===== config.mk =====
export PLATFORM = sky130hd
export DESIGN_NAME = rx_pkt_buffer
export DESIGN_NICKNAME = d
export VERILOG_FILES = /design/src/rtl/fmac_rx_pkg.sv /design/src/rtl/rx_pkt_buffer.sv
export SDC_FILE = /design/constraint.sdc
export NUM_CORES = 2
export LEC_CHECK = 0
export BUFFER_PORTS_ARGS = -buffer_cell sky130_fd_sc_hd__buf_2
export CORE_MARGIN = 3
export CORE_UTILIZATION = 45
export DETAILED_ROUTE_END_ITERATION = 7
export SKIP_CTS_REPAIR_TIMING = 1
export SLEW_MARGIN = 5
export SYNTH_ARGS = -nofsm -noshare
export SYNTH_HDL_FRONTEND = slang
export SYNTH_MEMORY_MAX_BITS = 65536
export SYNTH_SLANG_ARGS = --single-unit

===== constraint.sdc =====
create_clock -name usr_clk -period 5.7 [get_ports usr_clk]
set_clock_uncertainty 0.2 [all_clocks]
set_input_delay 0.285 -clock usr_clk [delete_from_list [all_inputs] [get_ports usr_clk]]
set_output_delay 0.285 -clock usr_clk [all_outputs]
set_load 0.01 [all_outputs]

===== src/rtl/fmac_rx_pkg.sv =====
/*
 * shared definitions for the 10G MAC receive path
 * xgmii control characters, beat and counter widths,
 * packet buffer sizing and the parser state type
 */

`default_nettype none

package fmac_rx_pkg;

	// ========================================
	// xgmii control characters
	// ========================================
	localparam logic [7:0] XGMII_IDLE  = 8'h07;	// inter-frame fill
	localparam logic [7:0] XGMII_START = 8'hFB;	// lane 0 only
	localparam logic [7:0] XGMII_TERM  = 8'hFD;	// any lane
	localparam logic [7:0] XGMII_ERROR = 8'hFE;	// line error

	// ========================================
	// widths
	// ========================================
	localparam int DATA_W = 64;	// one xgmii beat
	localparam int LANES  = 8;	// byte lanes per beat
	localparam int BCNT_W = 3;	// 0 means all 8 bytes valid
	localparam int CNT_W  = 32;	// statistics counters

	// ========================================
	// packet buffer sizing
	// ========================================
	localparam int RX_BUF_DEPTH = 64;	// entries
	localparam int RX_BUF_AW    = 6;	// log2 of depth
	localparam int FREE_W       = RX_BUF_AW + 1;	// free count reaches depth
	localparam int RX_MAX_BEATS = 16;	// 128 byte frame body
	localparam int BEAT_W       = 5;	// beat counter, holds RX_MAX_BEATS

	// parser states
	typedef enum logic [1:0] {
		PS_IDLE,	// waiting for start
		PS_DATA,	// admitted frame in progress
		PS_DISCARD	// dropped or cut, skip to terminate
	} parse_state_e;

endpackage

`default_nettype wire


===== src/rtl/rx_pkt_buffer.sv =====
/*
 * receive packet buffer
 * synchronous FIFO of data beats with a sidecar array for
 * start/end/bcnt/err, plus free entry count for admission
 */

`timescale 1ns/1ps
`default_nettype none

module rx_pkt_buffer (
	input  wire                               usr_clk,
	input  wire                               usr_rst_,
	input  wire                               wr_en,
	input  wire [fmac_rx_pkg::DATA_W-1:0]     wr_data,
	input  wire                               wr_start,
	input  wire                               wr_end,
	input  wire [fmac_rx_pkg::BCNT_W-1:0]     wr_bcnt,
	input  wire                               wr_err,
	input  wire                               rd_en,	// pop head
	output logic [fmac_rx_pkg::DATA_W-1:0]    head_data,
	output logic                              head_start,
	output logic                              head_end,
	output logic [fmac_rx_pkg::BCNT_W-1:0]    head_bcnt,
	output logic                              head_err,
	output logic                              empty,
	output logic [fmac_rx_pkg::FREE_W-1:0]    free_cnt
);

	import fmac_rx_pkg::*;

	localparam int CTRL_W = BCNT_W + 3;	// start, end, err, bcnt

	logic [DATA_W-1:0]     data_mem [RX_BUF_DEPTH];
	logic [CTRL_W-1:0]     ctrl_mem [RX_BUF_DEPTH];	// sidecar beside data
	logic [RX_BUF_AW-1:0]  wr_ptr;	// wraps at depth
	logic [RX_BUF_AW-1:0]  rd_ptr;
	logic [FREE_W-1:0]     count;	// occupancy
	logic                  full;
	logic                  do_wr;
	logic                  do_rd;

	assign empty    = (count == '0);
	assign full     = (count == FREE_W'(RX_BUF_DEPTH));
	assign free_cnt = FREE_W'(RX_BUF_DEPTH) - count;
	assign do_wr    = wr_en && !full;
	assign do_rd    = rd_en && !empty;

	// head entry read straight from the arrays
	assign head_data = data_mem[rd_ptr];
	assign {head_start, head_end, head_err, head_bcnt} = ctrl_mem[rd_ptr];

	// storage
	always_ff @(posedge usr_clk)
	begin
		if (do_wr)
		begin
			data_mem[wr_ptr] <= wr_data;
			ctrl_mem[wr_ptr] <= {wr_start, wr_end, wr_err, wr_bcnt};
		end
	end

	// ========================================
	// pointers and occupancy
	// ========================================
	always_ff @(posedge usr_clk)
	begin
		if (!usr_rst_)
		begin
			wr_ptr <= '0;
			rd_ptr <= '0;
			count <= '0;
		end
		else
		begin
			if (do_wr)
				wr_ptr <= wr_ptr + 1'b1;
			if (do_rd)
				rd_ptr <= rd_ptr + 1'b1;
			case ({do_wr, do_rd})
			2'b10:   count <= count + 1'b1;
			2'b01:   count <= count - 1'b1;
			default: count <= count;	// both or neither
			endcase
		end
	end

endmodule

`default_nettype wire


==> results.txt <==
The run finished, with violations left. The final reports fail on DRC, hold timing. The initial antenna violation count is 25. The sum of net half-perimeters after detailed placement came out at 253000 um. The count of flip-flops with a built-in enable after synthesis came out at 4480. The netlist area before placement is roughly 0.17 mm^2.

The net count of the mapped netlist came out at about 7300. The worst path setup slack after routing is between 0.5 and 0.6 ns. The highest net fanout along the worst path came out at 24.

The total cell area at the placement stage came out at roughly 0.18 mm^2. In the global route stage, overall resource usage came out at 0.247. The routability-driven placement congestion ratio came out at roughly 0.79. Across all register-to-register paths, the minimum setup slack is ~1.3 ns. The power per standard cell area came out at 391 mW/mm^2.

The DRC violation total after the first TritonRoute iteration is between 10000 and 15000. The number of global-route vias before repair is 83241. The average routed wire per standard cell is between 30 and 40 um. The highest achievable clock rate is between 150 and 200 MHz.

The peak supply drop came out at 0.000335 V. The net count reported at finish is a little under 8000. The sequential area share after synthesis is 0.795.

The x dimension of the die is 620 um. Setup violations remaining at the end of the flow were counted as 0. At the pin with the least slew margin, the transition time is approximately 1.2 ns. Detailed routing inserted a total of between 80000 and 90000 vias. The antenna violation net count after detailed routing came out at 0. Setup repair after global routing left no endpoint under its margin. At the later pin of the worst-skew pair, clock insertion delay measures slightly below 1 ns. The pre-antenna-repair detailed-routing pass consisted of 8 iterations.

The layout cell share with drive strength beyond 1 came out at 0.279. Measured against its own limit, the worst slew margin works out to 0.168. The clock sink count is 4505.

The finished cells cover roughly 0.19 mm^2. Clock tree synthesis selected as its root buffer the cell clkbuf_16. The deepest clock path buffer count is 4. The worst setup path is of the reg -> out kind. The final clock period utilization by the worst path is 0.901. After synthesis, the mean cell area works out to between 20 and 25 um^2. The count of input and output buffers is between 150 and 200.

The post-route DRC violation count came out at 1. The global-route wire length before repair came out at around 660000 um. The leakage power is about 58 nW. The CTS H-tree depth came out at 5.

The path depth of the worst reg2reg path came out at 8. The cell count after synthesis came out at between 7000 and 8000. In the post-synthesis netlist, the biggest area contributors are edfxtp_1 79%, mux4_2 15%, o22ai_1 1.2%. Wires add up to about 480000 um. Relative to the synthesized area, the layout overhead comes to 14.0%. The distinct cell type count after synthesis is between 50 and 60.

The startpoint identified for the worst hold timing path is wr_data[26]. The worst register-to-register path ends at data_mem[3][14]$_DFFE_PP_. The die outline area is roughly 0.38 mm^2. The chip height came out at about 620 um. The worst setup path is launched from a flip-flop. The clock tree from TritonCTS is done. Leaving out fill and tap cells, the most frequent cells in the layout are 4480 x edfxtp_1, 1110 x mux4_2, 453 x clkbuf_16, 324 x o22ai_1, 169 x buf_4. The aggregate negative setup slack is 0 ns.

The async set or reset register ratio after synthesis is 0. The total grt overflow came out at 0. The number of pins with negative max-slew slack in the final report was 0. The worst hold slack is -0.0174 ns. The number of synthesis warnings is 0. The portion of synthesized cell area occupied by the leading cell type is 0.792.

The clock transition at the register clock pins on the worst setup and hold paths after CTS came out at 0.07 ns. The number of ports placed on the die boundary is approximately 150. The minimum setup slack after placement is about 1.5 ns.

The maximum number of pins on one net before global-route repair came out at around 150. The final hold violation count came out at 2. In the synthesized netlist the dominant register cell turns out to be edfxtp_1.

The number of vias per cell after detailed routing came out at between 6 and 7. The data required time at the worst endpoint is between 5 and 6 ns. The worst hold path belongs to the class in -> reg. The effective utilization at floorplan came out at 0.454.

In this run, CTS created clock tree buffers numbering ~450. The smallest clock period supported by the final layout is computed as between 5 and 6 ns. The number of placement rows is around 220. The synthesized flop and latch total came out at 4505.

The core area is 0.374 mm^2. The tool flagged a number of max-cap violations equal to 0. The worst endpoint data arrival time came out at 4.65 ns. In this run the critical register-to-register path is launched from count[1]$_SDFFE_PN0P_. The most common cell after layout, fill and taps aside is edfxtp_1. The number of instances on the worst hold path is 1. Summed over all instances, the cell type with the most area after synthesis is edfxtp_1. The terminating pin of the worst hold path is data_mem[45][26]$_DFFE_PP_. The endpoint type of the worst setup path is a primary output.
==> cell usage after synthesis (13+ instances only) <==
library cell	number
a21oi_1	78
a221oi_1	13
buf_1	53
buf_2	99
buf_4	88
clkbuf_1	165
dfxtp_1	25
edfxtp_1	4480
mux2_2	19
mux2i_1	88
mux4_2	1110
nand2_1	40
nand2b_1	16
nor2_1	146
nor2b_1	20
nor3_1	63
nor4_1	63
o21ai_0	77
o221ai_1	63
o22a_1	60
o22ai_1	324
==> worst max-delay path: stages, from the launching register on <==
cell and delay, ns:
dfxtp_4 0.47, and2_1 0.47, nand2b_4 0.67, buf_4 0.63, o22ai_1 0.17, nor4_1 0.45
a2bb2oi_1 0.51, buf_2 0.23
==> cell families after synthesis <==
kind of cell,share of synthesized area
AO/OA/AOI/OAI,0.0260
XOR/XNOR,0.000929
buffers and inverters,0.0124
AND/OR/NAND/NOR,0.0111
adder cells (fa/ha/maj),0.000442
flip-flops,0.795
multiplexers,0.154
==> power by group <==
part           internal, mW  switching, mW
combinational          4.65           5.28
sequential             36.7          0.194
clock                  16.5           12.4
==> layout make-up <==
class	count	area, um^2
repair buffers	486	4650
clock inverters	265	2560
fillers	28795	180000
diodes	26	65.1
multi-input cells	2296	33200
inverters	7	26.3
clock buffers	546	11700
flip-flops and latches	4505	135000
well taps	4972	6220
==> per-layer routing <==
| metal | share of wire | track usage | wire, um |
|---|---|---|---|
| met5 | 0.000027 | 0 | 13 |
| met4 | 0.032 | 0.0745 | 15300 |
| met3 | 0.094 | 0.0500 | 45000 |
| met2 | 0.48 | 0.392 | 228000 |
| met1 | 0.39 | 0.348 | 188000 |
==> sequential cells by signal, summed over array words and instances (netlist names), named ones only <==
name and flops:
data_mem 4096, ctrl_mem 384, count 7, rd_ptr 6
wr_ptr 6
==> worst max path at each step <==
stage | start | endpoint
floorplan | count[1]$_SDFFE_PN0P_ | ctrl_mem[51][0]$_DFFE_PP_
global placement | count[1]$_SDFFE_PN0P_ | data_mem[3][16]$_DFFE_PP_
detailed placement | count[1]$_SDFFE_PN0P_ | data_mem[3][12]$_DFFE_PP_
CTS | flip-flop | head_data[29]
global route | flip-flop | head_data[21]
finish | flip-flop | head_data[29]
==> through the flow <==
step / instances / total power, mW / util
final: 13103 / 75.8 / 0.518
after global routing: 13090 / 78.2 / 0.518
after CTS: 13007 / 76.4 / 0.516
after detailed placement: 12196 / 47.7 / 0.477
after global placement: 12196 / 47.6 / 0.477
after floorplan: 7222 / 44.5 / -
(Power assumes the default switching activity.)
