File: config.mk
export PLATFORM = sky130hd
export DESIGN_NAME = rx_pkt_reader
export DESIGN_NICKNAME = d
export VERILOG_FILES = /design/src/rtl/fmac_rx_pkg.sv /design/src/rtl/rx_pkt_reader.sv
export SDC_FILE = /design/constraint.sdc
export NUM_CORES = 1
export LEC_CHECK = 0
export BUFFER_PORTS_ARGS = -buffer_cell sky130_fd_sc_hd__buf_4
export CAP_MARGIN = 10
export CORE_ASPECT_RATIO = 2
export CORE_UTILIZATION = 29
export DETAILED_ROUTE_END_ITERATION = 12
export GPL_TIMING_DRIVEN = 0
export PLACE_DENSITY = 0.53
export SETUP_SLACK_MARGIN = 0.02
export SLEW_MARGIN = 20
export SYNTH_ARGS = -nofsm -noshare
export SYNTH_HDL_FRONTEND = slang
export SYNTH_SLANG_ARGS = --single-unit
File: constraint.sdc
create_clock -name usr_clk -period 4.9 [get_ports usr_clk]
set_clock_uncertainty 0.2 [all_clocks]
set_input_delay 0.49 -clock usr_clk [delete_from_list [all_inputs] [get_ports usr_clk]]
set_output_delay 0.49 -clock usr_clk [all_outputs]
set_load 0.05 [all_outputs]
File: src/rtl/fmac_rx_pkg.sv
/*
 * shared definitions for the 10G MAC receive path
 * xgmii control characters, beat and counter widths,
 * packet buffer sizing and the parser state type
 */

`default_nettype none

package fmac_rx_pkg;

	// ========================================
	// xgmii control characters
	// ========================================
	localparam logic [7:0] XGMII_IDLE  = 8'h07;	// inter-frame fill
	localparam logic [7:0] XGMII_START = 8'hFB;	// lane 0 only
	localparam logic [7:0] XGMII_TERM  = 8'hFD;	// any lane
	localparam logic [7:0] XGMII_ERROR = 8'hFE;	// line error

	// ========================================
	// widths
	// ========================================
	localparam int DATA_W = 64;	// one xgmii beat
	localparam int LANES  = 8;	// byte lanes per beat
	localparam int BCNT_W = 3;	// 0 means all 8 bytes valid
	localparam int CNT_W  = 32;	// statistics counters

	// ========================================
	// packet buffer sizing
	// ========================================
	localparam int RX_BUF_DEPTH = 64;	// entries
	localparam int RX_BUF_AW    = 6;	// log2 of depth
	localparam int FREE_W       = RX_BUF_AW + 1;	// free count reaches depth
	localparam int RX_MAX_BEATS = 16;	// 128 byte frame body
	localparam int BEAT_W       = 5;	// beat counter, holds RX_MAX_BEATS

	// parser states
	typedef enum logic [1:0] {
		PS_IDLE,	// waiting for start
		PS_DATA,	// admitted frame in progress
		PS_DISCARD	// dropped or cut, skip to terminate
	} parse_state_e;

endpackage

`default_nettype wire

File: src/rtl/rx_pkt_reader.sv
/*
 * receive packet reader
 * pops the packet buffer into a valid/ready output register
 * and keeps packet, byte, error and drop counters
 */

`timescale 1ns/1ps
`default_nettype none

module rx_pkt_reader (
	input  wire                               usr_clk,
	input  wire                               usr_rst_,
	input  wire [fmac_rx_pkg::DATA_W-1:0]     head_data,
	input  wire                               head_start,
	input  wire                               head_end,
	input  wire [fmac_rx_pkg::BCNT_W-1:0]     head_bcnt,
	input  wire                               head_err,
	input  wire                               empty,
	input  wire                               drop_pulse,	// from parser
	input  wire                               rx_ready,
	output logic                              rd_en,
	output logic                              rx_valid,
	output logic [fmac_rx_pkg::DATA_W-1:0]    rx_data,
	output logic                              rx_start,
	output logic                              rx_end,
	output logic [fmac_rx_pkg::BCNT_W-1:0]    rx_bcnt,
	output logic                              rx_err,
	output logic [fmac_rx_pkg::CNT_W-1:0]     rx_pkt_cnt,
	output logic [fmac_rx_pkg::CNT_W-1:0]     rx_byte_cnt,
	output logic [fmac_rx_pkg::CNT_W-1:0]     rx_err_cnt,
	output logic [fmac_rx_pkg::CNT_W-1:0]     rx_drop_cnt
);

	import fmac_rx_pkg::*;

	logic              xfer;	// beat accepted by user
	logic [CNT_W-1:0]  beat_bytes;

	assign xfer       = rx_valid && rx_ready;
	assign rd_en      = !empty && (!rx_valid || rx_ready);	// slot free this edge
	assign beat_bytes = (rx_bcnt == '0) ? CNT_W'(LANES) : CNT_W'(rx_bcnt);

	// ========================================
	// output register
	// ========================================
	always_ff @(posedge usr_clk)
	begin
		if (!usr_rst_)
			rx_valid <= 1'b0;
		else if (rd_en)
			rx_valid <= 1'b1;
		else if (rx_ready)
			rx_valid <= 1'b0;	// drained, nothing behind it
	end

	always_ff @(posedge usr_clk)
	begin
		if (rd_en)	// payload holds while stalled
		begin
			rx_data <= head_data;
			rx_start <= head_start;
			rx_end <= head_end;
			rx_bcnt <= head_bcnt;
			rx_err <= head_err;
		end
	end

	// ========================================
	// statistics
	// ========================================
	always_ff @(posedge usr_clk)
	begin
		if (!usr_rst_)
		begin
			rx_pkt_cnt <= '0;
			rx_byte_cnt <= '0;
			rx_err_cnt <= '0;
			rx_drop_cnt <= '0;
		end
		else
		begin
			if (xfer)
				rx_byte_cnt <= rx_byte_cnt + beat_bytes;
			if (xfer && rx_end)
				rx_pkt_cnt <= rx_pkt_cnt + 1'b1;	// counted at frame end
			if (xfer && rx_end && rx_err)
				rx_err_cnt <= rx_err_cnt + 1'b1;	// oversize or bad char
			if (drop_pulse)
				rx_drop_cnt <= rx_drop_cnt + 1'b1;	// overrun or disabled
		end
	end

endmodule

`default_nettype wire

==> metrics, run 1 <==
status finished, violations left; failing checks design-rule violations; share of cells above drive strength 1 0.265; CP endpoint kind flop; H-tree levels 4; syn avg cell area 10.2 um2; vias in the first global route 7920; Leak ~4.5 nW; Synth top area share 0.306; clock input transition at the sequential cells of the worst setup and hold paths 0.07 ns; hold path endpoint rx_valid$_SDFFE_PN0P_; FF-to-FF path depth 9; pin count of the biggest net entering global routing 30; DPL Wire Length 20800 um; Max Root-Sink Buffers 2; critical path data arrival time 3.40 ns; area leader, netlist dfxtp_1; YS warnings 0; Hold WC Path Type in -> reg; pwr dens 290 nW/um2; Slew headroom 0.487; CTS Root Cell clkbuf_16; Worst R2R Setup Slack 1.65 ns; Initial Util 0.294; post-cts sizing count 0; number of port buffers 273; Fmax between 300 and 400 MHz; Slew Limit Fails 0; initial antenna violation count 0; synthesized instance count 826; min cycle time layout roughly 3.3 ns; clock sink total a little under 200; worst hold start empty; fin crit share 0.663; worst flop-to-flop path startpoint rx_bcnt[0]$_DFFE_PP_; RSZ-0062 raised after global routing no; wire per inst 17.7 um; WHS 0.0401 ns; asr flop ratio synth 0; Row Count 88; Crit Path Class reg -> reg; synth unique cells 40; Synth area leaders dfxtp_1 (31%), edfxtp_1 (25%), or4_1 (5.2%); setup TNS 0 ns; final hold viol count 0; I/O pin count 275; CP required 5.05 ns; number of remaining DRC errors 2; synthesis-stage register bit count 199; ANT nets after route 0; sequential cell area fraction in the yosys report 0.555; CTS buffer count 17; vias per cell 5.10; Iter 0 DRT Violations 369; Die Ht 243 um; die width 123 um; PnR worst setup slack 1.65 ns; Critical Path Start Type flop; first-pass GRT wire length 42700 um; GP Congestion 0.794; worst slew pin tran 0.769 ns; DRT Wirelength 27600 um; Crit. Startpoint rx_bcnt[0]$_DFFE_PP_; CTS tree yes; Post-synth EDFFs 70; nets@finish ~1300; Inserted Diodes 0; die area 29800 um2; Finished Core Util 0.427; Cells on Worst Hold Path 2; Max Cap Viol 0; Crit Path Max Fanout 10; Synth Cell Area between 8000 and 9000 um2; Worst VDD drop about 0.21 mV; # setup viols final 0; worst skew pair latency 0.45 ns; Syn-to-layout area delta 45.4%; Vias 7975; Total GRT Usage 0.187; pre-CTS setup slack 1.63 ns; Synth Net Count 909; total global routing overflow 0; FF-to-FF End rx_byte_cnt[26]$_SDFFE_PN0P_; filler instances 2873; most frequently used flop master after synthesis dfxtp_1; core area 28700 um2; router iterations before antenna repair 10
stage by stage:
stage                     power (mW)  cell area (um2)  cells
after floorplan                 1.99             8440    826
after global placement          2.13            10900   1459
after detailed placement        2.14            11000   1461
after CTS                       3.63            12300   1563
after global routing            3.70            12300   1563
final                           3.56            12300   1563
kinds of logic after synthesis:
| kind of cell | after synthesis | synth area share |
|---|---|---|
| compound gates | 166 | 0.120 |
| xor+xnor | 32 | 0.0332 |
| fa+ha+maj | 8 | 0.0127 |
| buf+inv | 69 | 0.0332 |
| flops | 199 | 0.555 |
| mux | 15 | 0.0178 |
| simple gates | 337 | 0.228 |
final cells by class:
cell class              count  area (um2)  share of cell area
flip-flops and latches    199        4680               0.382
multi-input cells         558        3480               0.284
repair buffers            345        2790               0.227
well taps                 360         450              0.0367
clock buffers              17         425              0.0347
plain buffers              49         205              0.0167
clock inverters            15         158              0.0128
inverters                  20        75.1             0.00612
repair_timing:
| item | CTS | global route |
|---|---|---|
| setup buffers | 0 | 0 |
| hold buffers | 70 | 0 |
| endpoints found under the hold margin | 70 | 0 |
| endpoints found under the setup margin | 0 | 0 |
power by group:
group | total, mW | switching (mW) | internal [mW]
registers | 1.77 | 0.0204 | 1.75
logic | 0.366 | 0.227 | 0.139
clock network | 1.43 | 0.700 | 0.726
total | 3.56 | 0.947 | 2.62
cell usage in the layout, fill, tap and decap left out, types with 3 or more instances in the layout:
| cell | count |
|---|---|
| inv_1 | 20 |
| or3_1 | 23 |
| a21oi_1 | 78 |
| edfxtp_1 | 70 |
| nand2b_1 | 14 |
| xor2_1 | 12 |
| nand4_1 | 39 |
| o31a_1 | 4 |
| o31ai_1 | 54 |
| o21a_1 | 6 |
| and2_1 | 3 |
| clkbuf_1 | 36 |
| and3_1 | 13 |
| xnor2_1 | 20 |
| nor4_1 | 23 |
| mux2i_1 | 15 |
| buf_2 | 5 |
| clkbuf_16 | 17 |
| dfxtp_1 | 129 |
| ha_1 | 7 |
| nand3_1 | 32 |
| inv_6 | 5 |
| or4_1 | 59 |
| and4_1 | 11 |
| dlygate4sd3_1 | 70 |
| o21ai_0 | 18 |
| nor3_1 | 12 |
| inv_8 | 5 |
| nor2_1 | 33 |
| buf_1 | 6 |
| nand2_1 | 67 |
| buf_4 | 273 |
worst max-delay path: stages, from the launching register on:
cell and delay (ns):
edfxtp_1 0.47, clkbuf_1 0.14, ha_1 0.19, fa_1 0.41, a211oi_1 0.54, or3_1 0.20
clkbuf_1 0.39, buf_2 0.34, nor4_1 0.09, o21a_1 0.17
layer usage:
layer,vias to the layer above,routed length (um),track usage
met4,0,716,0.0807
met5,-,0,0
met2,210,15500,0.365
li1,3883,-,-
met3,34,1440,0.0419
met1,3848,9950,0.180
flip-flops by register name (all words and copies together) (netlist names):
| register | flops |
|---|---|
| rx_err_cnt | 32 |
| rx_end | 1 |
| rx_pkt_cnt | 32 |
| rx_byte_cnt | 32 |
| rx_bcnt | 3 |
| rx_valid | 1 |
| rx_err | 1 |
| rx_start | 1 |
| rx_drop_cnt | 32 |
| rx_data | 64 |
synthesized netlist by cell type, types with 3 or more instances:
cell type,instances
a21oi_1,78
and2_1,3
and3_1,13
and4_1,11
buf_1,6
buf_2,5
clkbuf_1,36
dfxtp_1,129
edfxtp_1,70
ha_1,7
inv_1,20
mux2i_1,15
nand2_1,67
nand2b_1,14
nand3_1,32
nand4_1,39
nor2_1,33
nor3_1,12
nor4_1,23
o21a_1,6
o21ai_0,18
o31a_1,4
o31ai_1,54
or3_1,23
or4_1,59
xnor2_1,20
xor2_1,12
how the worst max path moves through the flow:
| stage | slack (ns) | end | cells past startpoint |
|---|---|---|---|
| 2_1_floorplan | 1.33 | rd_en | 2 |
| 3_3_place_gp | 0.24 | rd_en | 4 |
| 3_5_place_dp | 1.63 | rx_byte_cnt[26]$_SDFFE_PN0P_ | 9 |
| 4_1_cts | 1.60 | rx_byte_cnt[26]$_SDFFE_PN0P_ | 9 |
| 5_1_grt | 1.46 | rx_byte_cnt[30]$_SDFFE_PN0P_ | 9 |
| 6_report | 1.65 | rx_byte_cnt[26]$_SDFFE_PN0P_ | 9 |
Power figures use the tool's default switching activity.
==> run 2: changes to the inputs <==
==> constraint.sdc (replaced) <==
create_clock -name usr_clk -period 3.2 [get_ports usr_clk]
set_clock_uncertainty 0.2 [all_clocks]
set_input_delay 0.32 -clock usr_clk [delete_from_list [all_inputs] [get_ports usr_clk]]
set_output_delay 0.32 -clock usr_clk [all_outputs]
set_load 0.05 [all_outputs]
==> metrics, run 2 (synthesis gave the netlist of run 1 again) <==
status completed; I/O pin count 275 (unchanged); GP Congestion 0.789 (-0.67%); vias per cell 5.12 (+0.43%); CTS tree yes; CTS Root Cell clkbuf_16; die area 29800 um2 (unchanged); Switching Fraction 0.260 (-0.00620); Die Ht 243 um (unchanged); Post CTS Setup Buffer Count 0 (unchanged); number of remaining DRC errors 0 (-2); nets@finish 1276 (+0.24%); Gate power share 0.102 (about the same); DPL Wire Length 21000 um (+0.90%); first-pass GRT wire length 43200 um (+1.1%); worst-path cell chain clkbuf_1 -> ha_1 -> fa_1 -> a211oi_2 -> or3_1 -> buf_2 -> nor4_1 -> o21a_1; Slew Limit Fails 0 (unchanged); Syn-to-layout area delta 46.8%; commonest non-fill, non-tap cells in the layout buf_4 (273), dfxtp_1 (129), a21oi_1 (78); max reg flops 64 (unchanged); total global routing overflow 0 (unchanged); fin crit share 0.911 (+0.248); filler instances 2787 (-3.0%); initial antenna violation count 0 (unchanged); Clock power frac 0.417 (+0.017); Leak 4.55 nW (+1.3%); Iter 0 DRT Violations 398 (+7.9%); Vias 8025 (+0.63%); Inserted Diodes 0 (unchanged); share of cells above drive strength 1 0.269 (+0.00349); H-tree levels 4 (unchanged); min cycle time layout 2.92 ns (-0.335 ns); router iterations before antenna repair 5 (-5); wire per inst 17.8 um (+0.82%); Row Count 88 (unchanged); family with the most delay on the worst path adder cells; NetSw 1.46 mW (+55%); Internal 4.17 mW (+60%); critical path data arrival time 3.06 ns (-0.34 ns); Worst VDD drop 0.317 mV (+51%); final hold viol count 0 (unchanged); Critical Path Start Type flop; pin count of the biggest net entering global routing 27 (-10%); Max Cap Viol 0 (unchanged); pre-CTS setup slack -0.0325 ns (-1.66 ns); pwr dens 455 nW/um2 (+57%); Total GRT Usage 0.190 (+0.00234); worst slew pin tran 0.785 ns (+0.0163 ns); Largest Register rx_data; core area 28700 um2 (unchanged); worst skew pair latency 0.45 ns (about the same); slowest CP cell edfxtp_1; Worst path max stage delay 0.45 ns (-0.09 ns); clock sink total 199 (unchanged); vias in the first global route 7923 (+0.038%); Initial Util 0.294 (unchanged); CP required 3.34 ns (-1.71 ns); CTS buffer count 17 (unchanged); DRT Wirelength 27900 um (+1.0%); CP endpoint kind flop; # setup viols final 0 (unchanged); Seq pwr share 0.481 (-0.016); Max Root-Sink Buffers 2 (unchanged); RSZ-0062 raised after global routing no; ANT nets after route 0 (unchanged); Finished Core Util 0.431 (+0.00418); Hold WC Path Type in -> reg; PnR worst setup slack 0.285 ns (-1.37 ns); commonest non-fill, non-tap cell in the layout buf_4; number of port buffers 273 (unchanged); clock input transition at the sequential cells of the worst setup and hold paths 0.08 ns (about the same); Crit Path Max Fanout 10 (unchanged); Fmax 343 MHz (+11%); die width 123 um (unchanged); Crit path buffers/inverters 2 (-1); Slew headroom 0.476 (-0.0109); Crit Path Class reg -> reg
-- run 2: repair_timing --
item                                   CTS  global route
endpoints found under the hold margin   77             0
hold buffers                            73             0
gates resized for setup                  2             2
setup endpoints to repair               18            15
-- run 2: cell type report --
class                           count  area, um2  area share
Clock inverter                     15        204      0.0165
Sequential cell                   199       4680       0.378
Buffer                             48        203      0.0164
Multi-Input combinational cell    558       3500       0.282
Clock buffer                       17        425      0.0343
Timing Repair Buffer              349       2860       0.230
Tap cell                          360        450      0.0363
Inverter                           20       75.1     0.00606
-- run 2: per-layer routing --
layer	share of wire	vias to the layer above	GRT usage
li1	-	3878	-
met1	0.36	3853	0.186
met2	0.56	260	0.365
met3	0.051	34	0.0424
met4	0.027	0	0.0818
met5	0	-	0
-- run 2: power groups by stage --
stage	clock network [mW]	logic [mW]	registers, mW
final	2.35	0.575	2.71
after global routing	2.52	0.610	2.72
after CTS	2.44	0.583	2.71
after detailed placement	0	0.507	2.77
after global placement	0	0.487	2.77
after floorplan	0	0.0789	2.97
-- run 2: tightest hold or removal path, delay by kind of cell --
| family | cells | cell delay (ns) |
|---|---|---|
| AO/OA/AOI/OAI | 1 | 0.06 |
| buffers and inverters | 1 | 0.13 |
| AND/OR/NAND/NOR | 1 | 0.13 |
-- run 2: final timing paths --
path / from / to / slack (ns) / cells after the start
max: rx_bcnt[0]$_DFFE_PP_ / rx_byte_cnt[26]$_SDFFE_PN0P_ / 0.28 / 8
min: rx_ready / rx_valid$_SDFFE_PN0P_ / 0.03 / 3
max reg2reg: rx_bcnt[0]$_DFFE_PP_ / rx_byte_cnt[26]$_SDFFE_PN0P_ / 0.28 / 8
min reg2reg: rx_byte_cnt[31]$_SDFFE_PN0P_ / rx_byte_cnt[31]$_SDFFE_PN0P_ / 0.28 / 2
-- run 2: per-stage QoR --
stage | hold slack [ns] | power [mW] | cell area [um2] | setup TNS [ns] | instances
2_1_floorplan | 0.212 | 3.05 | 8450 | 0 | 826
6_report | 0.0332 | 5.64 | 12400 | 0 | 1566
3_3_place_gp | 0.261 | 3.26 | 10900 | -0.0385 | 1459
5_1_grt | 0.0571 | 5.85 | 12400 | 0 | 1566
3_5_place_dp | 0.265 | 3.28 | 11000 | -0.0575 | 1462
4_1_cts | 0.0135 | 5.73 | 12400 | 0 | 1567
