`config.mk`:
```
export PLATFORM = sky130hd
export DESIGN_NAME = xgmii_rx_parser
export DESIGN_NICKNAME = d
export VERILOG_FILES = /design/src/rtl/fmac_rx_pkg.sv /design/src/rtl/xgmii_rx_parser.sv
export SDC_FILE = /design/constraint.sdc
export NUM_CORES = 1
export LEC_CHECK = 0
export BUFFER_PORTS_ARGS = -buffer_cell sky130_fd_sc_hd__buf_2
export CAP_MARGIN = 25
export CORE_UTILIZATION = 45
export CTS_CLUSTER_DIAMETER = 50
export DETAILED_ROUTE_END_ITERATION = 16
export PLACE_DENSITY = 0.74
export SYNTH_ARGS = -nofsm -noshare
export SYNTH_HDL_FRONTEND = slang
export SYNTH_SLANG_ARGS = --single-unit
export TNS_END_PERCENT = 20
```
`constraint.sdc`:
```
create_clock -name usr_clk -period 4.2 [get_ports usr_clk]
set_input_delay 0.42 -clock usr_clk [delete_from_list [all_inputs] [get_ports usr_clk]]
set_output_delay 0.42 -clock usr_clk [all_outputs]
set_load 0.1 [all_outputs]
```
`src/rtl/fmac_rx_pkg.sv`:
```
/*
 * shared definitions for the 10G MAC receive path
 * xgmii control characters, beat and counter widths,
 * packet buffer sizing and the parser state type
 */

`default_nettype none

package fmac_rx_pkg;

	// ========================================
	// xgmii control characters
	// ========================================
	localparam logic [7:0] XGMII_IDLE  = 8'h07;	// inter-frame fill
	localparam logic [7:0] XGMII_START = 8'hFB;	// lane 0 only
	localparam logic [7:0] XGMII_TERM  = 8'hFD;	// any lane
	localparam logic [7:0] XGMII_ERROR = 8'hFE;	// line error

	// ========================================
	// widths
	// ========================================
	localparam int DATA_W = 64;	// one xgmii beat
	localparam int LANES  = 8;	// byte lanes per beat
	localparam int BCNT_W = 3;	// 0 means all 8 bytes valid
	localparam int CNT_W  = 32;	// statistics counters

	// ========================================
	// packet buffer sizing
	// ========================================
	localparam int RX_BUF_DEPTH = 64;	// entries
	localparam int RX_BUF_AW    = 6;	// log2 of depth
	localparam int FREE_W       = RX_BUF_AW + 1;	// free count reaches depth
	localparam int RX_MAX_BEATS = 16;	// 128 byte frame body
	localparam int BEAT_W       = 5;	// beat counter, holds RX_MAX_BEATS

	// parser states
	typedef enum logic [1:0] {
		PS_IDLE,	// waiting for start
		PS_DATA,	// admitted frame in progress
		PS_DISCARD	// dropped or cut, skip to terminate
	} parse_state_e;

endpackage

`default_nettype wire

```
`src/rtl/xgmii_rx_parser.sv`:
```
/*
 * xgmii receive parser
 * finds start/terminate framing, packs 64-bit beats with
 * start/end/bcnt/err sidecar, reserves buffer room per frame
 */

`timescale 1ns/1ps
`default_nettype none

module xgmii_rx_parser (
	input  wire                                usr_clk,
	input  wire                                usr_rst_,
	input  wire                                rx_en,	// admit new frames
	input  wire [fmac_rx_pkg::DATA_W-1:0]      xgmii_rxd,
	input  wire [fmac_rx_pkg::LANES-1:0]       xgmii_rxc,
	input  wire [fmac_rx_pkg::FREE_W-1:0]      free_cnt,	// from buffer
	output logic                               wr_en,
	output logic [fmac_rx_pkg::DATA_W-1:0]     wr_data,
	output logic                               wr_start,
	output logic                               wr_end,
	output logic [fmac_rx_pkg::BCNT_W-1:0]     wr_bcnt,
	output logic                               wr_err,
	output logic                               drop_pulse	// one per dropped frame
);

	import fmac_rx_pkg::*;

	parse_state_e          state;
	logic [LANES-1:0]      term_hit;	// lanes holding a terminate
	logic [LANES-1:0]      below_mask;	// lanes before the first terminate
	logic [BCNT_W-1:0]     term_lane;	// lowest terminate lane
	logic                  term_any;
	logic                  start_in;
	logic                  ctrl_err;	// stray control char in frame bytes
	logic [DATA_W-1:0]     keep_data;	// bytes past terminate zeroed
	logic                  room_ok;
	logic                  flush;	// held terminate beat ready to go
	logic                  cut;	// oversize cut on this write

	// pending beat
	logic                  hold_vld;
	logic [DATA_W-1:0]     hold_data;
	logic                  hold_end;
	logic [BCNT_W-1:0]     hold_bcnt;

	logic [BEAT_W-1:0]     beat_cnt;	// beats written this frame
	logic                  err_flag;	// sticky per frame

	// ========================================
	// lane decode
	// ========================================
	always_comb
	begin
		for (int i = 0; i < LANES; i++)
			term_hit[i] = xgmii_rxc[i] && (xgmii_rxd[8*i +: 8] == XGMII_TERM);
	end

	always_comb
	begin
		term_lane = '0;
		below_mask = '1;	// no terminate, whole beat is data
		for (int i = LANES - 1; i >= 0; i--)	// downward so lowest lane wins
		begin
			if (term_hit[i])
			begin
				term_lane = BCNT_W'(i);
				below_mask = ~({LANES{1'b1}} << i);
			end
		end
	end

	always_comb
	begin
		for (int i = 0; i < LANES; i++)
			keep_data[8*i +: 8] = below_mask[i] ? xgmii_rxd[8*i +: 8] : 8'h00;
	end

	assign term_any = |term_hit;
	assign start_in = xgmii_rxc[0] && (xgmii_rxd[7:0] == XGMII_START);
	assign ctrl_err = |(xgmii_rxc & below_mask);	// includes XGMII_ERROR
	assign flush    = hold_vld && hold_end;
	assign cut      = hold_vld && (beat_cnt == BEAT_W'(RX_MAX_BEATS - 1));

	// room for a max frame beyond the writes still in flight
	assign room_ok = (free_cnt >= FREE_W'(RX_MAX_BEATS) + FREE_W'(wr_en) + FREE_W'(flush));

	// ========================================
	// frame FSM and write port
	// ========================================
	always_ff @(posedge usr_clk)
	begin
		if (!usr_rst_)
		begin
			state <= PS_IDLE;
			hold_vld <= 1'b0;
			beat_cnt <= '0;
			err_flag <= 1'b0;
			wr_en <= 1'b0;
			drop_pulse <= 1'b0;
		end
		else
		begin
			wr_en <= 1'b0;
			drop_pulse <= 1'b0;

			if (flush)	// term beat needs no lookahead
			begin
				wr_en <= 1'b1;
				wr_data <= hold_data;
				wr_start <= (beat_cnt == '0);
				wr_end <= 1'b1;
				wr_bcnt <= hold_bcnt;
				wr_err <= err_flag;
				hold_vld <= 1'b0;
			end

			case (state)
			PS_IDLE:
			begin
				if (start_in)	// preamble beat itself is dropped
				begin
					if (rx_en && room_ok)
					begin
						state <= PS_DATA;
						beat_cnt <= '0;
						err_flag <= 1'b0;
					end
					else
					begin
						state <= PS_DISCARD;	// whole frame lost
						drop_pulse <= 1'b1;
					end
				end
			end

			PS_DATA:
			begin
				err_flag <= err_flag | ctrl_err;
				if (term_any && (term_lane == '0))
				begin
					wr_en <= 1'b1;	// held beat closes the frame
					wr_data <= hold_vld ? hold_data : '0;
					wr_start <= (beat_cnt == '0);
					wr_end <= 1'b1;
					wr_bcnt <= '0;
					wr_err <= err_flag | !hold_vld;	// empty frame is an error
					hold_vld <= 1'b0;
					state <= PS_IDLE;
				end
				else
				begin
					if (hold_vld)	// next beat seen, held one is not last
					begin
						wr_en <= 1'b1;
						wr_data <= hold_data;
						wr_start <= (beat_cnt == '0);
						wr_end <= cut;
						wr_bcnt <= '0;
						wr_err <= cut;
						beat_cnt <= beat_cnt + 1'b1;
					end
					hold_vld <= !cut;	// after a cut nothing more is kept
					hold_data <= keep_data;
					hold_end <= term_any;
					hold_bcnt <= term_lane;
					if (term_any)
						state <= PS_IDLE;
					else if (cut)
						state <= PS_DISCARD;	// rest of oversize frame
				end
			end

			default:	// PS_DISCARD
			begin
				if (term_any)
					state <= PS_IDLE;
			end
			endcase
		end
	end

endmodule

`default_nettype wire

```
==> results of run 1 <==
metal layers:
layer / GRT usage / wire length (um)
met1: 0.2136 / 5020
met4: 0.09954 / 423
met5: 0 / 0
met2: 0.3042 / 6393
met3: 0.04481 / 541
logic make-up after synthesis:
kind of cell             synth area share
AO/OA/AOI/OAI                     0.04495
adder cells (fa/ha/maj)           0.01193
buffers and inverters             0.02506
flip-flops                         0.6937
multiplexers                     0.007956
AND/OR/NAND/NOR                    0.2164
final cells by class:
type                    count  area, um^2
clock inverters            12       113.9
inverters                  13       48.80
fillers                  1112        5650
well taps                 176       220.2
multi-input cells         272        1794
flip-flops and latches    149        4364
clock buffers              19       432.9
repair buffers            158       828.3
layout by cell type, fill, tap and decap left out, drive strengths merged, types with 2 or more instances in the layout:
master / synthesis / layout
a21boi: 3 / 3
a21o: 2 / 2
a21oi: 5 / 5
a22o: 5 / 5
a31oi: 3 / 3
and2: 112 / 112
and3: 18 / 18
and4b: 2 / 2
buf: 6 / 158
bufinv: 0 / 2
clkbuf: 13 / 19
clkinv: 0 / 7
clkinvlp: 0 / 3
dfxtp: 11 / 11
edfxtp: 138 / 138
ha: 6 / 6
inv: 13 / 13
mux2i: 5 / 5
nand2: 31 / 31
nand2b: 2 / 2
nand3: 6 / 6
nand4: 9 / 9
nor2: 13 / 13
nor2b: 4 / 4
nor3: 5 / 5
nor4: 7 / 7
nor4b: 4 / 4
o211ai: 3 / 3
o21ai: 5 / 5
o31ai: 3 / 3
or2: 2 / 2
or4: 2 / 2
or4b: 2 / 2
critical path, delay by kind of cell (launching register included):
kind	cells	cell delay (ns)
adder cells (fa/ha/maj)	2	0.50
AO/OA/AOI/OAI	2	0.63
flip-flops	1	0.52
buffers and inverters	1	0.12
multiplexers	1	0.24
AND/OR/NAND/NOR	3	0.65
power breakdown:
group          switching (uW)  total [uW]  internal, uW
Sequential               2.78        1620          1620
Clock                     547        1400           858
Combinational            85.8         143          57.4
how the worst min path moves through the flow:
stage,endpoint,startpoint,slack [ns],cells past startpoint
after floorplan,beat_cnt[4]$_SDFFE_PN0P_,beat_cnt[4]$_SDFFE_PN0P_,0.43,2
after CTS,hold_data[1]$_SDFFCE_PP0P_,xgmii_rxd[1],0.27,1
final,hold_data[1]$_SDFFCE_PP0P_,xgmii_rxd[1],0.29,1
after detailed placement,beat_cnt[4]$_SDFFE_PN0P_,beat_cnt[4]$_SDFFE_PN0P_,0.46,2
after global placement,beat_cnt[4]$_SDFFE_PN0P_,beat_cnt[4]$_SDFFE_PN0P_,0.45,2
after global routing,hold_data[1]$_SDFFCE_PP0P_,xgmii_rxd[1],0.28,1
per-stage QoR:
stage / cell area [um^2] / power (uW)
6_report: 7802 / 3166
3_5_place_dp: 7256 / 1792
4_1_cts: 7802 / 3186
3_3_place_gp: 7256 / 1788
5_1_grt: 7802 / 3264
2_1_floorplan: 6294 / 1725
==> reports/metrics.csv, run 1 <==
stage,metric,value,unit
grt,grt_pass1_vias,3898,
layout,finalNonFillerCells,799,
timing,setup_viol_count_final,0,
route,detail_route.first_pass.iterations,4,
yosys,synth_top_area_cell,edfxtp_1,
worst_setup_path,cp_slowest_stage_delay,0.52,ns
clock_tree,depth_of_the_cts_h_tree,4,
clock_tree,cts-buffers-inserted,17,
clock_tree,cts-root-buf,clkbuf_16,
place,io_buffers,153,
layout,final_core_utilization,0.5800,
die,initial_core_util,0.4676,
clock_tree,postCtsSetupBuffers,0,
yosys,synthesis.area_per_instance,13.89,um^2
run_status,outcome,finished clean,
yosys,synth-seq-cells,149,
worst_setup_path,cp.required,4.54,ns
yosys,synthDominantCellAreaShare,0.6587,
timing,max_slew.worst_pin.slew,0.9193,ns
timing,final.setup.worst_slack,1.452,ns
route,vias,3995,
route,route.detailed.drc,0,
yosys,synth-seq-area-share,0.6937,
worst_setup_path,cpMaxStageDelayCell,dfxtp_1,
clock_tree,clock_tree.buffer_depth,2,
pwr,power-per-cell-area,405.8,mW/mm^2
clock_tree,post_cts_resize_count,0,
die,die_w,120.2,um
place,dp.cells,768,
timing,layout_worst_path_cycle_share,0.6544,
layout,drive_gt1_frac,0.3210,
yosys,syn-cell-area,0.006291,mm^2
die,core-area,0.01345,mm^2
yosys,postSynthCellCount,453,
timing,worst_relative_slew_slack,0.3815,
grt,globalRouteTotalUtil,0.1812,
pwr,vdd_drop_max,0.3861,mV
yosys,synth.cells.most_frequent,"edfxtp_1 (138), and2_1 (110), nand2_1 (31), and3_1 (18)",
die,io_pins,154,
worst_setup_path,worst_setup_path_end_kind,flip-flop,
grt,grt_max_degree,65,
worst_setup_path,setup.reg_to_reg.worst_slack,1.45,ns
route,ant_nets,0,
place,place_congestion,0.8482,
timing,max_freq,363.8,MHz
yosys,yosys-top-cells-area,"edfxtp_1 (66%), and2_1 (11%), dfxtp_1 (3.5%)",
yosys,synth.net_count,541,
clock_tree,numClockSinks,149,
worst_setup_path,path_common_cell,ha_1,
yosys,synth-edff-count,138,
worst_setup_path,r2r-end,beat_cnt[2]$_SDFFE_PN0P_,
worst_setup_path,crit_chain,nand2_1 > inv_1 > ha_1 > ha_1 > nor2b_1 > o211ai_1 > a21boi_0 > nor4b_1 > mux2i_1,
die,die-height,120.2,um
yosys,synth.distinct_cells,57,
grt,grt_antenna_before_repair,0,
yosys,postSynth.asyncResetShare,0,
worst_setup_path,critical_path_peak_fanout,10,
layout,syn_to_final_growth,24.03,%
pwr,static-leakage-power,0.002985,uW
layout,num_antenna_cells,0,
place,dpl.hpwl,9018,um
worst_setup_path,critical_path.startpoint_type,flip-flop,
timing,tns,0,ns
die,num_rows,42,
timing,clock-skew-final,0.005681,ns
grt,global_route.overflow_total,0,
clock_tree,clock_insertion_delay_worst_skew,0.41,ns
job,cap_violations,0,
timing,hold_viol_final,0,
die,die_area,0.01446,mm^2
timing,final.hold.worst_slack,0.2890,ns
worst_hold_path,worstHoldPathType,primary input to flip-flop,
timing,timing.final.crit_period,2.748,ns
place,post-place-ws,1.161,ns
route,drt_first_iter_violations,215,
worst_setup_path,rr_worst_depth,9,
route,wl_per_cell,15.49,um
yosys,dominant_register_cell_in_the_synthesized_netlist,edfxtp_1,
worst_setup_path,path_class,flip-flop to flip-flop,
timing,maxSlewViolCount,0,
grt,global_route_wire_length_before_repair,19500,um
clock_tree,clk_pin_slew_worst_paths,0.06,ns
worst_setup_path,worstPathArrival,3.09,ns
worst_setup_path,ff_to_ff_start,hold_vld$_SDFFE_PN0P_,
worst_setup_path,worstSetupStartpoint,hold_vld$_SDFFE_PN0P_,
timing,grt_setup_unrepaired,no,
clock_tree,cts_tree,built,
yosys,yosysWarnings,0,
worst_setup_path,worstSetupEndpoint,beat_cnt[2]$_SDFFE_PN0P_,
layout,final_net_count,699,
clock_tree,cts_hold_buf,0,
yosys,synthMostInstantiatedCell,edfxtp_1,
route,route.final.wire_length,12380,um
route,per_cell_via_count_in_the_routed_design,5.000,
No activity file was read; power rests on OpenSTA's default activity.
==> run 2, diff against run 1 <==
--- a/config.mk
+++ b/config.mk
@@ -10,7 +10,7 @@
 export CORE_UTILIZATION = 45
 export CTS_CLUSTER_DIAMETER = 50
 export DETAILED_ROUTE_END_ITERATION = 16
-export PLACE_DENSITY = 0.74
+export PLACE_DENSITY = 0.71
 export SYNTH_ARGS = -nofsm -noshare
 export SYNTH_HDL_FRONTEND = slang
 export SYNTH_SLANG_ARGS = --single-unit
==> constraint.sdc (replaced) <==
create_clock -name usr_clk -period 2.75 [get_ports usr_clk]
set_input_delay 0.275 -clock usr_clk [delete_from_list [all_inputs] [get_ports usr_clk]]
set_output_delay 0.275 -clock usr_clk [all_outputs]
set_load 0.1 [all_outputs]
==> reports/metrics.csv, run 2 (synthesis results as in run 1) <==
stage,metric,value,unit
layout,syn_to_final_growth,26.77,%
grt,grt_antenna_before_repair,0,
timing,max_slew.worst_pin.slew,0.9422,ns
place,dpl.hpwl,9198,um
timing,layout_worst_path_cycle_share,0.9508,
die,die_area,0.01446,mm^2
layout,drive_gt1_frac,0.3349,
timing,tns,0,ns
route,drt_first_iter_violations,231,
route,ant_nets,0,
layout,finalNonFillerCells,806,
worst_hold_path,worst_hold_path_startpoint,xgmii_rxd[26],
layout,mostFrequentLayoutCell,buf_2,
die,die-height,120.2,um
die,initial_core_util,0.4676,
pwr,power-per-cell-area,646.4,mW/mm^2
clock_tree,post_cts_resize_count,0,
worst_setup_path,worst_setup_path_end_kind,flip-flop,
pwr,vdd_drop_max,0.3717,mV
worst_setup_path,ff_to_ff_start,hold_end$_DFFE_PP_,
die,num_rows,42,
grt,global_route_wire_length_before_repair,19630,um
clock_tree,numClockSinks,149,
clock_tree,cts-root-buf,clkbuf_16,
clock_tree,cts-buffers-inserted,17,
timing,worst_relative_slew_slack,0.3703,
place,io_buffers,153,
layout,most-common-layout-cells,"buf_2 (153), edfxtp_1 (138), and2_1 (110), nand2_1 (31), and3_1 (18)",
route,per_cell_via_count_in_the_routed_design,5.020,
clock_tree,cts_tree,built,
layout,fillers,1076,
worst_hold_path,hold_depth,2,
grt,grt_max_degree,37,
clock_tree,clk_pin_slew_worst_paths,0.06,ns
clock_tree,depth_of_the_cts_h_tree,4,
place,dp.cells,775,
grt,globalRouteTotalUtil,0.1805,
clock_tree,clock_tree.buffer_depth,2,
route,wl_per_cell,15.57,um
place,place_congestion,0.8595,
die,io_pins,154,
worst_setup_path,worstPathArrival,2.97,ns
worst_setup_path,r2r-end,beat_cnt[3]$_SDFFE_PN0P_,
grt,global_route.overflow_total,0,
layout,layout.cell_area.non_filler,0.007975,mm^2
timing,final.setup.worst_slack,0.1353,ns
route,detail_route.first_pass.iterations,4,
run_status,outcome,finished clean,
worst_hold_path,worstHoldPathType,primary input to flip-flop,
worst_setup_path,cp.required,3.10,ns
pwr,static-leakage-power,0.003072,uW
timing,max_freq,382.5,MHz
route,route.final.wire_length,12550,um
clock_tree,clock_insertion_delay_worst_skew,0.42,ns
grt,grt_pass1_vias,3985,
layout,num_antenna_cells,0,
timing,hold_viol_final,0,
place,postPlaceCellArea,0.007333,mm^2
timing,timing.final.crit_period,2.615,ns
pwr,total_power,5155,uW
worst_setup_path,rr_worst_depth,9,
die,die_w,120.2,um
worst_setup_path,critical_path.startpoint_type,flip-flop,
clock_tree,postCtsSetupBuffers,0,
job,cap_violations,0,
die,core-area,0.01345,mm^2
timing,setup_viol_count_final,0,
timing,grt_setup_unrepaired,yes,
place,post-place-ws,0.1451,ns
timing,clock-skew-final,0.01421,ns
timing,maxSlewViolCount,0,
route,vias,4046,
worst_setup_path,critical_path_peak_fanout,5,
route,route.detailed.drc,0,
worst_setup_path,setup.reg_to_reg.worst_slack,0.14,ns
clock_tree,cts_hold_buf,0,
worst_hold_path,hold_end,hold_data[26]$_SDFFCE_PP0P_,
layout,final_net_count,706,
worst_setup_path,path_class,flip-flop to flip-flop,
[run 2: cell types whose count changed in the layout (fill, tap and decap cells not counted), sizes merged]
| cell | change |
|---|---|
| buf | +7 |
| clkinvlp | -2 |
| clkinv | -3 |
| inv | +2 |
| bufinv | +3 |
[run 2: metal layers]
| layer | global-route usage | share of wire |
|---|---|---|
| met4 | 0.08488 | 0.027 |
| met5 | 0 | 0 |
| met1 | 0.2149 | 0.40 |
| met3 | 0.04104 | 0.044 |
| met2 | 0.3100 | 0.52 |
[run 2: worst max-delay path by stage]
stage,startpoint,to,slack (ns),depth (start not counted)
global route,hold_end$_DFFE_PP_,beat_cnt[0]$_SDFFE_PN0P_,-0.02,9
detailed placement,hold_end$_DFFE_PP_,beat_cnt[2]$_SDFFE_PN0P_,0.15,9
CTS,hold_end$_DFFE_PP_,beat_cnt[2]$_SDFFE_PN0P_,0.05,9
global placement,hold_end$_DFFE_PP_,beat_cnt[2]$_SDFFE_PN0P_,0.37,9
finish,hold_end$_DFFE_PP_,beat_cnt[3]$_SDFFE_PN0P_,0.14,9
floorplan,state[0]$_SDFFE_PN0P_,hold_bcnt[0]$_DFFE_PP_,-0.26,4
[run 2: worst max-delay path, cell delays in order (launching register included)]
cell      delay, ns
edfxtp_1       0.41
nand2_1        0.17
inv_1          0.08
ha_1           0.28
ha_1           0.27
nor2b_1        0.04
o211ai_1       0.33
a21boi_0       0.32
nor4_1         0.43
mux2i_1        0.21
[run 2: area by class of cell]
| cell class | instances | area, um^2 | share of cell area |
|---|---|---|---|
| Timing Repair Buffer | 165 | 905.9 | 0.1136 |
| Clock buffer | 19 | 432.9 | 0.05428 |
| Inverter | 13 | 48.80 | 0.006119 |
| Clock inverter | 12 | 202.7 | 0.02542 |
| Multi-Input combinational cell | 272 | 1800 | 0.2258 |
| Sequential cell | 149 | 4364 | 0.5472 |
| Tap cell | 176 | 220.2 | 0.02761 |
[run 2: where the power goes]
| part | internal [uW] | switching, uW |
|---|---|---|
| Sequential | 2470 | 4.25 |
| Clock | 1610 | 857 |
| Combinational | 88.8 | 130 |
| Total | 4160 | 991 |
[run 2: stage by stage]
stage,utilization,hold slack (ns)
4_1_cts,0.5924,0.1379
3_5_place_dp,0.5451,0.4662
5_1_grt,0.5928,0.1516
6_report,0.5928,0.1564
2_1_floorplan,-,0.3875
3_3_place_gp,0.5451,0.4465
